**src/hdl/osd_pkg.sv**
```systemverilog
/*
 * Shared definitions for the on-screen display.
 * Vector types for pixel counters, colours, BCD words, character codes
 * and text positions, plus the character cell geometry.
 */
`default_nettype none

package osd_pkg;

        // Character cell size in pixels
        localparam int cell_w = 8;
        localparam int cell_h = 16;

        localparam int max_words = 16;  // Largest word count the index can address

        typedef logic [11:0] coord_t;   // hcount or vcount
        typedef logic [11:0] rgb_t;     // 4 bits each of red, green, blue

        // Four BCD digits, most significant digit in the top nibble
        typedef logic [15:0] bcd_word_t;

        typedef logic [6:0] ascii_t;

        // Text line in the upper four bits, column in the lower two
        typedef logic [5:0] text_pos_t;

        typedef logic [$clog2(cell_h)-1:0] cell_row_t;

        // Column 0 of the cell sits in the most significant bit
        typedef logic [cell_w-1:0] glyph_row_t;

        typedef logic [$clog2(max_words)-1:0] word_idx_t;

endpackage

`default_nettype wire

```
**src/hdl/video_if.sv**
```systemverilog
/*
 * One pixel of the video stream.
 * Counters, sync and blanking levels and the colour, with a source side
 * that drives them and a sink side that reads them.
 */
`default_nettype none

interface video_if;
        import osd_pkg::*;

        coord_t vcount;
        coord_t hcount;
        logic   vsync;
        logic   hsync;
        logic   vblnk;
        logic   hblnk;
        rgb_t   rgb;

        modport src (
                output vcount, hcount, vsync, hsync, vblnk, hblnk, rgb
        );

        modport dst (
                input vcount, hcount, vsync, hsync, vblnk, hblnk, rgb
        );

endinterface

`default_nettype wire

```
**src/hdl/snapshot_fsm.sv**
```systemverilog
/*
 * Capture control for the text buffer.
 * On each rising edge of vertical blanking it walks the word counter
 * once through all input words and writes them, then waits for the
 * end of blanking.
 */
`default_nettype none

module snapshot_fsm (
        input  logic pclk,
        input  logic rst,
        input  logic vblnk,
        input  logic last,
        output logic clear,
        output logic step,
        output logic wr_en
);
        typedef enum logic [1:0] {
                idle,
                load,
                hold
        } state_t;

        state_t state;
        state_t state_nxt;
        logic   vblnk_prev;
        logic   vblnk_rise;

        assign vblnk_rise = vblnk && !vblnk_prev;

        always_ff @(posedge pclk) begin
                if (rst) begin
                        state      <= idle;
                        vblnk_prev <= 1'b0;
                end else begin
                        state      <= state_nxt;
                        vblnk_prev <= vblnk;
                end
        end

        always_comb begin
                state_nxt = state;
                case (state)
                        idle: if (vblnk_rise) state_nxt = load;
                        load: if (last) state_nxt = hold;   // Last word is written this cycle
                        hold: if (!vblnk) state_nxt = idle;
                        default: state_nxt = idle;
                endcase
        end

        // One word per cycle while loading
        assign step  = (state == load);
        assign wr_en = (state == load);

        assign clear = (state == hold);   // Counter overran on the last step

endmodule

`default_nettype wire

```
**src/hdl/word_counter.sv**
```systemverilog
/*
 * Word index counter for the frame capture.
 * Steps through the input words and flags the last one.
 */
`default_nettype none

module word_counter #(
        parameter int num_words = 13
) (
        input  logic                pclk,
        input  logic                rst,
        input  logic                clear,
        input  logic                step,
        output osd_pkg::word_idx_t  index,
        output logic                last
);
        import osd_pkg::*;

        localparam word_idx_t last_idx = word_idx_t'(num_words - 1);

        always_ff @(posedge pclk) begin
                if (rst || clear) begin
                        index <= '0;
                end else if (step) begin
                        index <= index + 1'b1;
                end
        end

        assign last = (index == last_idx);

endmodule

`default_nettype wire

```
**src/hdl/text_buffer.sv**
```systemverilog
/*
 * Text buffer of the display, four characters per input word.
 * BCD digits become ASCII on write, other nibble values become spaces.
 * Character codes are read by text position with one cycle of latency.
 */
`default_nettype none

module text_buffer #(
        parameter int num_words = 13
) (
        input  logic                                pclk,
        input  logic                                rst,
        input  logic                                wr_en,
        input  osd_pkg::word_idx_t                  index,
        input  osd_pkg::bcd_word_t [num_words-1:0]  bcd_words,
        input  osd_pkg::text_pos_t                  text_pos,
        output osd_pkg::ascii_t                     char_code
);
        import osd_pkg::*;

        localparam int     num_cols   = 4;
        localparam ascii_t space_char = 7'h20;

        ascii_t    text_mem [num_words][num_cols];
        bcd_word_t wr_word;
        word_idx_t rd_line;
        logic [1:0] rd_col;

        function automatic ascii_t to_ascii(input logic [3:0] nibble);
                if (nibble <= 4'd9)
                        return {3'b011, nibble};   // '0' is 7'h30
                return space_char;
        endfunction

        assign wr_word = bcd_words[index];
        assign rd_line = text_pos[5:2];
        assign rd_col  = text_pos[1:0];

        always_ff @(posedge pclk) begin
                if (rst) begin
                        for (int n = 0; n < num_words; n++) begin
                                for (int k = 0; k < num_cols; k++) begin
                                        text_mem[n][k] <= space_char;
                                end
                        end
                end else if (wr_en) begin
                        // Column 0 holds the most significant digit
                        for (int k = 0; k < num_cols; k++) begin
                                text_mem[index][k] <= to_ascii(wr_word[(num_cols-1-k)*4 +: 4]);
                        end
                end
        end

        always_ff @(posedge pclk) begin
                if (int'(rd_line) < num_words)
                        char_code <= text_mem[rd_line][rd_col];
                else
                        char_code <= space_char;
        end

endmodule

`default_nettype wire

```
**src/hdl/glyph_gen.sv**
```systemverilog
/*
 * Seven-segment glyph generator for the digits '0' to '9'.
 * Gives one registered 8-pixel row of a character cell, other codes
 * give an empty row.
 */
`default_nettype none

module glyph_gen (
        input  logic                  pclk,
        input  osd_pkg::ascii_t       char_code,
        input  osd_pkg::cell_row_t    cell_row,
        output osd_pkg::glyph_row_t   glyph_row
);
        import osd_pkg::*;

        localparam int mid = cell_h / 2;   // First row of the lower half

        logic [6:0] segs;   // {a, b, c, d, e, f, g}
        glyph_row_t row_c;

        function automatic logic in_rows(input cell_row_t r, input int lo, input int hi);
                return (int'(r) >= lo) && (int'(r) <= hi);
        endfunction

        function automatic glyph_row_t col_span(input int lo, input int hi);
                glyph_row_t mask;
                mask = '0;
                for (int c = 0; c < cell_w; c++) begin
                        if (c >= lo && c <= hi)
                                mask[cell_w-1-c] = 1'b1;
                end
                return mask;
        endfunction

        always_comb begin
                case (char_code)
                        7'h30: segs = 7'b1111110;
                        7'h31: segs = 7'b0110000;
                        7'h32: segs = 7'b1101101;
                        7'h33: segs = 7'b1111001;
                        7'h34: segs = 7'b0110011;
                        7'h35: segs = 7'b1011011;
                        7'h36: segs = 7'b1011111;
                        7'h37: segs = 7'b1110000;
                        7'h38: segs = 7'b1111111;
                        7'h39: segs = 7'b1111011;
                        default: segs = 7'b0000000;
                endcase
        end

        always_comb begin
                row_c = '0;
                if (segs[6] && in_rows(cell_row, 1, 2))
                        row_c |= col_span(1, cell_w - 2);                   // a
                if (segs[5] && in_rows(cell_row, 2, mid - 1))
                        row_c |= col_span(cell_w - 2, cell_w - 1);          // b
                if (segs[4] && in_rows(cell_row, mid, cell_h - 3))
                        row_c |= col_span(cell_w - 2, cell_w - 1);          // c
                if (segs[3] && in_rows(cell_row, cell_h - 3, cell_h - 2))
                        row_c |= col_span(1, cell_w - 2);                   // d
                if (segs[2] && in_rows(cell_row, mid, cell_h - 3))
                        row_c |= col_span(0, 1);                            // e
                if (segs[1] && in_rows(cell_row, 2, mid - 1))
                        row_c |= col_span(0, 1);                            // f
                if (segs[0] && in_rows(cell_row, mid - 1, mid))
                        row_c |= col_span(1, cell_w - 2);                   // g
        end

        always_ff @(posedge pclk) begin
                glyph_row <= row_c;
        end

endmodule

`default_nettype wire

```
**src/hdl/osd_draw.sv**
```systemverilog
/*
 * Text box drawer.
 * Delays the video stream by four cycles, maps each pixel to a text
 * position and cell row for the lookup, and paints lit glyph pixels.
 */
`default_nettype none

module osd_draw #(
        parameter osd_pkg::coord_t xpos      = 16,
        parameter osd_pkg::coord_t ypos      = 8,
        parameter int              num_words = 13,
        parameter osd_pkg::rgb_t   text_rgb  = 12'hfff
) (
        input  logic                 pclk,
        input  logic                 rst,
        video_if.dst                 vid_in,
        video_if.src                 vid_out,
        output osd_pkg::text_pos_t   text_pos,
        output osd_pkg::cell_row_t   cell_row,
        input  osd_pkg::glyph_row_t  glyph_row
);
        import osd_pkg::*;

        localparam int     num_cols = 4;
        localparam int     col_bits = $clog2(cell_w);
        localparam int     row_bits = $clog2(cell_h);
        localparam int     line_w   = $bits(text_pos_t) - 2;
        localparam coord_t x_end    = coord_t'(xpos + num_cols * cell_w);
        localparam coord_t y_end    = coord_t'(ypos + num_words * cell_h);

        coord_t dx;
        coord_t dy;
        logic   in_box_c;

        // Stages 1 to 3 of the delay line
        coord_t     vcount_d [1:3];
        coord_t     hcount_d [1:3];
        rgb_t       rgb_d    [1:3];
        logic [col_bits-1:0] pix_col_d [1:3];
        logic [1:3] vsync_d, hsync_d, vblnk_d, hblnk_d, in_box_d;
        cell_row_t  cell_row_s1;

        assign dx = vid_in.hcount - xpos;
        assign dy = vid_in.vcount - ypos;

        assign in_box_c = (vid_in.hcount >= xpos) && (vid_in.hcount < x_end) &&
                          (vid_in.vcount >= ypos) && (vid_in.vcount < y_end);

        always_ff @(posedge pclk) begin
                if (rst) begin
                        {vsync_d, hsync_d, vblnk_d, hblnk_d, in_box_d} <= '0;
                        vid_out.vsync <= 1'b0;
                        vid_out.hsync <= 1'b0;
                        vid_out.vblnk <= 1'b0;
                        vid_out.hblnk <= 1'b0;
                end else begin
                        vsync_d  <= {vid_in.vsync, vsync_d[1:2]};
                        hsync_d  <= {vid_in.hsync, hsync_d[1:2]};
                        vblnk_d  <= {vid_in.vblnk, vblnk_d[1:2]};
                        hblnk_d  <= {vid_in.hblnk, hblnk_d[1:2]};
                        in_box_d <= {in_box_c, in_box_d[1:2]};
                        vid_out.vsync <= vsync_d[3];
                        vid_out.hsync <= hsync_d[3];
                        vid_out.vblnk <= vblnk_d[3];
                        vid_out.hblnk <= hblnk_d[3];
                end
        end

        always_ff @(posedge pclk) begin
                text_pos    <= {dy[row_bits +: line_w], dx[col_bits +: 2]};
                cell_row_s1 <= dy[row_bits-1:0];
                cell_row    <= cell_row_s1;   // Meets char_code at the glyph generator

                vcount_d[1]  <= vid_in.vcount;
                hcount_d[1]  <= vid_in.hcount;
                rgb_d[1]     <= vid_in.rgb;
                pix_col_d[1] <= dx[col_bits-1:0];
                for (int s = 2; s <= 3; s++) begin
                        vcount_d[s]  <= vcount_d[s-1];
                        hcount_d[s]  <= hcount_d[s-1];
                        rgb_d[s]     <= rgb_d[s-1];
                        pix_col_d[s] <= pix_col_d[s-1];
                end

                vid_out.vcount <= vcount_d[3];
                vid_out.hcount <= hcount_d[3];
                if (in_box_d[3] && glyph_row[(cell_w - 1) - int'(pix_col_d[3])])
                        vid_out.rgb <= text_rgb;
                else
                        vid_out.rgb <= rgb_d[3];   // Unlit pixels keep the picture
        end

endmodule

`default_nettype wire

```
**src/hdl/osd_top.sv**
```systemverilog
/*
 * On-screen display top level.
 * Joins the video ports, the once-per-frame capture control, the text
 * buffer, the digit glyph generator and the drawer.
 */
`default_nettype none

module osd_top #(
        parameter osd_pkg::coord_t xpos      = 16,
        parameter osd_pkg::coord_t ypos      = 8,
        parameter int              num_words = 13,
        parameter osd_pkg::rgb_t   text_rgb  = 12'hfff
) (
        input  logic                                pclk,
        input  logic                                rst,
        input  osd_pkg::coord_t                     vcount_in,
        input  osd_pkg::coord_t                     hcount_in,
        input  logic                                vsync_in,
        input  logic                                hsync_in,
        input  logic                                vblnk_in,
        input  logic                                hblnk_in,
        input  osd_pkg::rgb_t                       rgb_in,
        input  osd_pkg::bcd_word_t [num_words-1:0]  bcd_words,
        output logic                                vsync_out,
        output logic                                hsync_out,
        output osd_pkg::rgb_t                       rgb_out
);
        import osd_pkg::*;

        logic       clear;
        logic       step;
        logic       wr_en;
        logic       last;
        word_idx_t  index;
        text_pos_t  text_pos;
        cell_row_t  cell_row;
        ascii_t     char_code;
        glyph_row_t glyph_row;

        video_if vid_in ();
        video_if vid_out ();

        assign vid_in.vcount = vcount_in;
        assign vid_in.hcount = hcount_in;
        assign vid_in.vsync  = vsync_in;
        assign vid_in.hsync  = hsync_in;
        assign vid_in.vblnk  = vblnk_in;
        assign vid_in.hblnk  = hblnk_in;
        assign vid_in.rgb    = rgb_in;

        assign vsync_out = vid_out.vsync;
        assign hsync_out = vid_out.hsync;
        assign rgb_out   = vid_out.rgb;

        snapshot_fsm i_snapshot_fsm (
                .pclk  (pclk),
                .rst   (rst),
                .vblnk (vblnk_in),
                .last  (last),
                .clear (clear),
                .step  (step),
                .wr_en (wr_en)
        );

        word_counter #(
                .num_words (num_words)
        ) i_word_counter (
                .pclk  (pclk),
                .rst   (rst),
                .clear (clear),
                .step  (step),
                .index (index),
                .last  (last)
        );

        text_buffer #(
                .num_words (num_words)
        ) i_text_buffer (
                .pclk      (pclk),
                .rst       (rst),
                .wr_en     (wr_en),
                .index     (index),
                .bcd_words (bcd_words),
                .text_pos  (text_pos),
                .char_code (char_code)
        );

        glyph_gen i_glyph_gen (
                .pclk      (pclk),
                .char_code (char_code),
                .cell_row  (cell_row),
                .glyph_row (glyph_row)
        );

        osd_draw #(
                .xpos      (xpos),
                .ypos      (ypos),
                .num_words (num_words),
                .text_rgb  (text_rgb)
        ) i_osd_draw (
                .pclk      (pclk),
                .rst       (rst),
                .vid_in    (vid_in.dst),
                .vid_out   (vid_out.src),
                .text_pos  (text_pos),
                .cell_row  (cell_row),
                .glyph_row (glyph_row)
        );

endmodule

`default_nettype wire

```
**config.mk**
```make
export PLATFORM = sky130hd
export DESIGN_NAME = osd_top
export DESIGN_NICKNAME = d
export VERILOG_FILES = /design/src/hdl/osd_pkg.sv /design/src/hdl/video_if.sv /design/src/hdl/snapshot_fsm.sv /design/src/hdl/word_counter.sv /design/src/hdl/text_buffer.sv /design/src/hdl/glyph_gen.sv /design/src/hdl/osd_draw.sv /design/src/hdl/osd_top.sv
export SDC_FILE = /design/constraint.sdc
export NUM_CORES = 1
export LEC_CHECK = 0
export BUFFER_PORTS_ARGS = -buffer_cell sky130_fd_sc_hd__buf_2
export CAP_MARGIN = 10
export CORE_ASPECT_RATIO = 1.5
export CORE_MARGIN = 2
export CORE_UTILIZATION = 58
export DETAILED_ROUTE_END_ITERATION = 10
export GPL_ROUTABILITY_DRIVEN = 1
export PLACE_DENSITY = 0.8
export SLEW_MARGIN = 15
export SYNTH_ARGS = -nofsm -noshare
export SYNTH_HDL_FRONTEND = slang
export SYNTH_HIERARCHICAL = 1
export SYNTH_SLANG_ARGS = --single-unit
```
**constraint.sdc**
```tcl
create_clock -name pclk -period 4.6 [get_ports pclk]
set_input_delay 0.23 -clock pclk [delete_from_list [all_inputs] [get_ports pclk]]
set_output_delay 0.23 -clock pclk [all_outputs]
set_load 0.005 [all_outputs]
```
==> results of run 1 <==
[through the flow]
| stage | worst slack [ns] | total power [mW] |
|---|---|---|
| after floorplan | 1.43 | 5.03 |
| after detailed placement | 1.15 | 5.41 |
| after global placement | 1.26 | 5.38 |
| final | 1.12 | 8.47 |
| after global routing | 0.867 | 8.70 |
| after CTS | 1.11 | 8.48 |
[state kept, by name, summed over array words and instances, names as in the netlist]
register and flops:
i_snapshot_fsm/state 2, i_osd_draw/vid_out.hsync 1, i_osd_draw/in_box_d 3, i_osd_draw/cell_row 4
i_text_buffer/char_code 5, i_osd_draw/vid_out.rgb 12, i_snapshot_fsm/vblnk_prev 1, i_glyph_gen/glyph_row 5
i_osd_draw/cell_row_s1 4, i_osd_draw/vid_out.vsync 1, i_osd_draw/hcount_d 9, i_osd_draw/rgb_d 36
i_word_counter/index 4, i_text_buffer/text_mem 316, i_osd_draw/text_pos 6, i_osd_draw/hsync_d 3
i_osd_draw/vsync_d 3
[power by group]
group	internal, mW	total (mW)	switching (mW)
Clock	1.75	3.09	1.34
Combinational	0.476	1.06	0.586
Sequential	4.18	4.32	0.139
Total	6.40	8.47	2.06
[critical path: cells and delay by family, from the launching register on]
family                 cells  cell delay (ns)
AO/OA/AOI/OAI              1             0.87
buffers and inverters      1             0.39
flip-flops                 1             0.86
multiplexers               2             0.80
AND/OR/NAND/NOR            1             0.21
[per-layer routing]
| layer | up-vias | GRT usage |
|---|---|---|
| met5 | - | 0 |
| met4 | 4 | 0.214 |
| met3 | 211 | 0.0630 |
| met2 | 938 | 0.521 |
| met1 | 6170 | 0.353 |
| li1 | 5496 | - |
[layout make-up]
class                      count  area share
timing repair buffer         338      0.0906
sequential                   415       0.528
tap                          410      0.0236
clock buffer                  55      0.0512
antenna                        1    0.000115
clock inverter                14     0.00454
inverter                      30     0.00517
multi-input combinational    772       0.297
[worst min-delay path by stage]
stage	from	end	slack [ns]	depth (start not counted)
floorplan	vcount_in[0]	i_osd_draw/cell_row_s1[0]	0.26	0
global placement	i_osd_draw/cell_row_s1[2]	i_osd_draw/cell_row[2]	0.31	0
detailed placement	i_osd_draw/rgb_d[1][3]	i_osd_draw/rgb_d[2][3]	0.31	0
CTS	vcount_in[4]	i_osd_draw/text_pos[4]	0.02	3
global route	vcount_in[4]	i_osd_draw/text_pos[4]	0.05	3
finish	vcount_in[4]	i_osd_draw/text_pos[4]	0.05	3
[placed cells by master (no fill, tap or decap), types with 8 or more instances in the layout]
master / instances
sky130_fd_sc_hd__a211oi_1: 14
sky130_fd_sc_hd__a21oi_1: 9
sky130_fd_sc_hd__a22o_1: 10
sky130_fd_sc_hd__a311oi_1: 8
sky130_fd_sc_hd__buf_2: 262
sky130_fd_sc_hd__buf_4: 44
sky130_fd_sc_hd__clkbuf_1: 9
sky130_fd_sc_hd__clkbuf_16: 42
sky130_fd_sc_hd__clkinv_2: 9
sky130_fd_sc_hd__dfxtp_1: 94
sky130_fd_sc_hd__dlygate4sd3_1: 31
sky130_fd_sc_hd__edfxtp_1: 316
sky130_fd_sc_hd__inv_1: 28
sky130_fd_sc_hd__mux2_2: 13
sky130_fd_sc_hd__mux2i_1: 44
sky130_fd_sc_hd__mux4_2: 107
sky130_fd_sc_hd__nand2_1: 45
sky130_fd_sc_hd__nand2b_1: 21
sky130_fd_sc_hd__nand3b_1: 10
sky130_fd_sc_hd__nor2_1: 247
sky130_fd_sc_hd__nor2b_1: 36
sky130_fd_sc_hd__nor3_1: 26
sky130_fd_sc_hd__nor3b_1: 34
sky130_fd_sc_hd__o21ai_0: 10
sky130_fd_sc_hd__o21bai_1: 12
sky130_fd_sc_hd__o22ai_1: 9
==> run metrics, run 1 <==
outcome complete, no violations; Num Clock Sinks slightly above 400; synth warn 6; total detailed-routing wirelength about 52 mm; startpoint of the worst-slack reg-to-reg timing path i_word_counter/index[0]; worst max-slew margin expressed relative to the limit 0.224; maximum clock insertion buffer count 3; met2 layer wire length in the routed design 25.7 mm; setup violation total in the final timing report 0; end point of the critical path i_text_buffer/text_mem[13][0]; final hold violation count 0; layout filler cell count around 2100; final standard cell area without fillers 0.0218 sq mm; largest net degree at the start of global routing between 60 and 70; Worst EP required a little under 5 ns; maximum resistive drop on vdd 0.292 mV; io pins 264; crit path from i_word_counter/index[0]; LEAKAGE 8.22 nW; total of max-cap violations 0; CTS tree built; hold buffer count at cts 31; R2R Path End i_text_buffer/text_mem[13][0]; Power Density roughly 400 mW/mm^2; minimum clock period 3.48 ns; Multi-input gate area ~0.0065 sq mm; sequential cell area between 0.01 and 0.015 sq mm; count of placed standard cells including taps 1934; type of origin of the critical path register; router iterations before antenna repair 8; share of final-layout standard cells stronger than drive strength 1 0.322; clock latency at the later pin of the worst-skew pair between 0.5 and 0.6 ns; setup TNS 0 ns; final instance count without filler cells 2035; post-CTS setup buffers 0; cell count after synthesis 1335; routed length on met3 around 5.8 mm; count of pins over their slew limit 0; vias per cell 6.30; chip height 223 um; delay of the slowest critical-path stage 0.87 ns; Starting Density 0.587; number of cells on the worst reg-to-reg path 5; post-synthesis area per instance 13.9 sq um; number of nets at the end of the flow 1848; via count of the first global-routing pass 13437; synthesized netlist net count 1588; arrival time at the worst endpoint between 3 and 4 ns; initial antenna violation count 4; worst slack on hold paths 0.0467 ns; worst-margin pin slew 1.16 ns; DRC Markers 0; Post-Route Utilization 0.686; relative area change from synthesis to final layout 16.9%; summed instance area of the synthesized netlist 0.0186 sq mm; top sig layer met5; number of buffers created by CTS 38; maximum frequency from static timing analysis 287 MHz; sort of element at the end of the critical path register; routed via count roughly 13000; clk slew on worst S/H paths 0.07 ns; master cell of the clock root buffer sky130_fd_sc_hd__clkbuf_16; sum of routed wire segments on met1 between 15 and 20 mm; Crit Path Category register to register; Hold/Removal Path Class primary input to register; final worst path period share 0.757; antenna viol nets, final 0; H-tree level count 2; RSZ-0062 raised after global routing no; Critical Path Slowest Stage Cell sky130_fd_sc_hd__o21ai_1; global-route wire length before repair 76.0 mm; Overall Global Routing Usage 0.310; detail-routed net length per standard cell around 25 um; placer's final routability congestion estimate 0.960; post-place instance area 0.0202 sq mm; Layout Skew 0.0174 ns; port bufs 262; critical-path cell list buf_4 -> mux4_2 -> mux2_2 -> o21ai_1 -> nor2_1; die boundary width 150 um; die area roughly 0.034 sq mm; register-to-register path setup slack roughly 1.1 ns; final HPWL from detailed placement approximately 35 mm; number of rows in the core area 80; post-cts gate resize count 0; worst-path fanout max 29; core region area 0.0317 sq mm; GRT overflow 0; 1st-iter DRT viols 1271
Power figures use the tool's default switching activity.
==> run 2: changes to the inputs <==
Settings changed: ABC_AREA from default to 1, CORE_UTILIZATION 58 to 53, PLACE_DENSITY 0.8 to 0.77.
Clock period 4.6 ns to 3.1 ns, I/O delays scaled along.
==> run metrics, run 2 <==
Crit Path Category register to register (unchanged); Overall Global Routing Usage 0.289 (was 0.310); maximum frequency from static timing analysis 370 MHz (was 287 MHz); antenna viol nets, final 0 (unchanged); master cell of the clock root buffer sky130_fd_sc_hd__clkbuf_16 (unchanged); critical-path cell list inv_2 -> nor2_4 -> buf_4 -> nand2_1 -> nor2_1 -> inv_1 -> nand2_1 -> buf_4 (was buf_4 -> mux4_2 -> mux2_2 -> o21ai_1 -> nor2_1); Antenna Diode Count 0 (was 1); router iterations before antenna repair 8 (unchanged); max FFs per register 320 (was 316); final total power 13.4 mW (was 8.47 mW); detail-routed net length per standard cell 18.3 um (was 25.4 um); post-synthesis area per instance 8.55 sq um (was 13.9 sq um); final HPWL from detailed placement 37.7 mm (was 35.0 mm); summed instance area of the synthesized netlist 0.0198 sq mm (was 0.0186 sq mm); clock latency at the later pin of the worst-skew pair 0.55 ns (was 0.54 ns); Comb pwr share 0.172 (was 0.125); placer's final routability congestion estimate 0.888 (was 0.960); setup violation total in the final timing report 0 (unchanged); Hold/Removal Path Class primary input to register (unchanged); global routing usage on met1 0.311 (was 0.353); maximum clock insertion buffer count 3 (unchanged); DRC Markers 0 (unchanged); relative area change from synthesis to final layout 16.6% (was 16.9%); share of final-layout standard cells stronger than drive strength 1 0.180 (was 0.322); global routing usage on met2 0.518 (was 0.521); Sequential Power Share 0.477 (was 0.510); critical path's top delay family buffers and inverters (was compound AO/OA/AOI/OAI gates); setup TNS 0 ns (unchanged); clock network fraction of design power 0.350 (was 0.365); Psw 3.77 mW (was 2.06 mW); number of buffers created by CTS 38 (unchanged); synth warn 6 (unchanged); total of max-cap violations 0 (unchanged); met3 layer usage reported by global route 0.0430 (was 0.0630); RSZ-0062 raised after global routing no (unchanged); count of pins over their slew limit 0 (unchanged); global-route wire length before repair 86.1 mm (was 76.0 mm); GRT overflow 0 (unchanged); worst-margin pin slew 0.927 ns (was 1.16 ns); synthesized netlist net count 2572 (was 1588); clk slew on worst S/H paths 0.06 ns (was 0.07 ns); worst-path fanout max 20 (was 29); worst slack on hold paths 0.113 ns (was 0.0467 ns); minimum clock period 2.70 ns (was 3.48 ns); Num Clock Sinks 419 (was 415); chip height 241 um (was 223 um); Largest Register i_text_buffer/text_mem (unchanged); CTS tree built (unchanged); Power Density 578 mW/mm^2 (was 389 mW/mm^2); initial antenna violation count 1 (was 4); LEAKAGE 10.3 nW (was 8.22 nW); 1st-iter DRT viols 1834 (was 1271); port bufs 262 (unchanged); maximum resistive drop on vdd 0.414 mV (was 0.292 mV); post-CTS setup buffers 0 (unchanged); largest net degree at the start of global routing 171 (was 67); type of origin of the critical path register (unchanged); number of nets at the end of the flow 2829 (was 1848); worst max-slew margin expressed relative to the limit 0.381 (was 0.224); die boundary width 162 um (was 150 um); layout filler cell count 3013 (was 2121); delay of the slowest critical-path stage 0.65 ns (was 0.87 ns); outcome complete, no violations (unchanged); io pins 264 (unchanged); die area 0.0390 sq mm (was 0.0336 sq mm); most frequent standard cell in the layout excluding fill and tap cells sky130_fd_sc_hd__nand2_1 (was sky130_fd_sc_hd__edfxtp_1); sort of element at the end of the critical path register (unchanged); vias per cell 5.36 (was 6.30); total detailed-routing wirelength 56.7 mm (was 51.6 mm); Starting Density 0.539 (was 0.587); cell count after synthesis 2319 (was 1335); final worst path period share 0.871 (was 0.757); number of rows in the core area 86 (was 80); registers with the highest flip-flop counts i_text_buffer/text_mem x320, i_osd_draw/rgb_d x36, i_osd_draw/vid_out.rgb x12 (was i_text_buffer/text_mem x316, i_osd_draw/rgb_d x36, i_osd_draw/vid_out.rgb x12); Critical Path Slowest Stage Cell sky130_fd_sc_hd__dfxtp_1 (was sky130_fd_sc_hd__o21ai_1); arrival time at the worst endpoint 2.91 ns (was 3.69 ns); via count of the first global-routing pass 16302 (was 13437); Worst EP required 3.31 ns (was 4.81 ns); routed via count 16572 (was 12819); most congested layer reported by global routing met2 (unchanged); commonest cells after routing, fill and taps aside 698 x sky130_fd_sc_hd__nand2_1, 438 x sky130_fd_sc_hd__nor2_1, 320 x sky130_fd_sc_hd__edfxtp_1 (was 316 x sky130_fd_sc_hd__edfxtp_1, 262 x sky130_fd_sc_hd__buf_2, 247 x sky130_fd_sc_hd__nor2_1); H-tree level count 2 (unchanged); Layout Skew 0.0238 ns (was 0.0174 ns); switching share of power 0.282 (was 0.244); core region area 0.0368 sq mm (was 0.0317 sq mm); Buf/Inv on CP 4 (was 1); final hold violation count 0 (unchanged); Power Internal 9.61 mW (was 6.40 mW)
==> run 2: per-layer routing <==
metal	part of all wire	routed length (um)
met5	0.00055	31
met4	0.077	4380
met3	0.087	4950
met2	0.50	28400
met1	0.33	18900
==> run 2: repair_timing <==
| item | 4_1_cts | 5_1_grt |
|---|---|---|
| hold buffers | 32 | 0 |
| endpoints found under the setup margin | 0 | 0 |
| endpoints found under the hold margin | 30 | 0 |
| gates resized for setup | 0 | 0 |
==> run 2: layout make-up <==
class                   instances  area, sq um  area share
flip-flops and latches        419        11600       0.502
repair buffers                350         2150      0.0931
multi-input cells            1543         6680       0.289
well taps                     484          606      0.0262
clock inverters                20          165     0.00714
inverters                     224          843      0.0365
clock buffers                  49         1080      0.0466
==> run 2: metrics by stage <==
stage	std cells	area, sq um	util	setup WS [ns]
final	3089	23100	0.628	0.400
after global routing	3089	23100	0.628	0.223
after CTS	3089	23100	0.628	0.412
after detailed placement	2988	21600	0.586	0.429
after global placement	2988	21600	0.586	0.504
after floorplan	2319	19800	-	0.725
==> run 2: tightest hold or removal path: cells and delay by family <==
family	cells	cell delay, ns
buffers and inverters	2	0.35
and+or+nand+nor	1	0.11
==> run 2: power groups by stage <==
stage	Combinational, mW	Sequential [mW]	Clock, mW
after global placement	2.17	6.49	0
final	2.30	6.38	4.69
after detailed placement	2.22	6.50	0
after floorplan	1.46	6.47	0
after global routing	2.50	6.40	4.93
after CTS	2.27	6.38	4.73
==> run 2: final timing paths <==
check | startpoint | to | slack [ns] | cells past startpoint
setup reg to reg | i_word_counter/index[0] | i_text_buffer/text_mem[5][1] | 0.40 | 8
hold reg to reg | i_osd_draw/rgb_d[1][1] | i_osd_draw/rgb_d[2][1] | 0.33 | 0
setup / recovery | i_word_counter/index[0] | i_text_buffer/text_mem[5][1] | 0.40 | 8
hold / removal | rst | i_snapshot_fsm/state[1] | 0.11 | 3
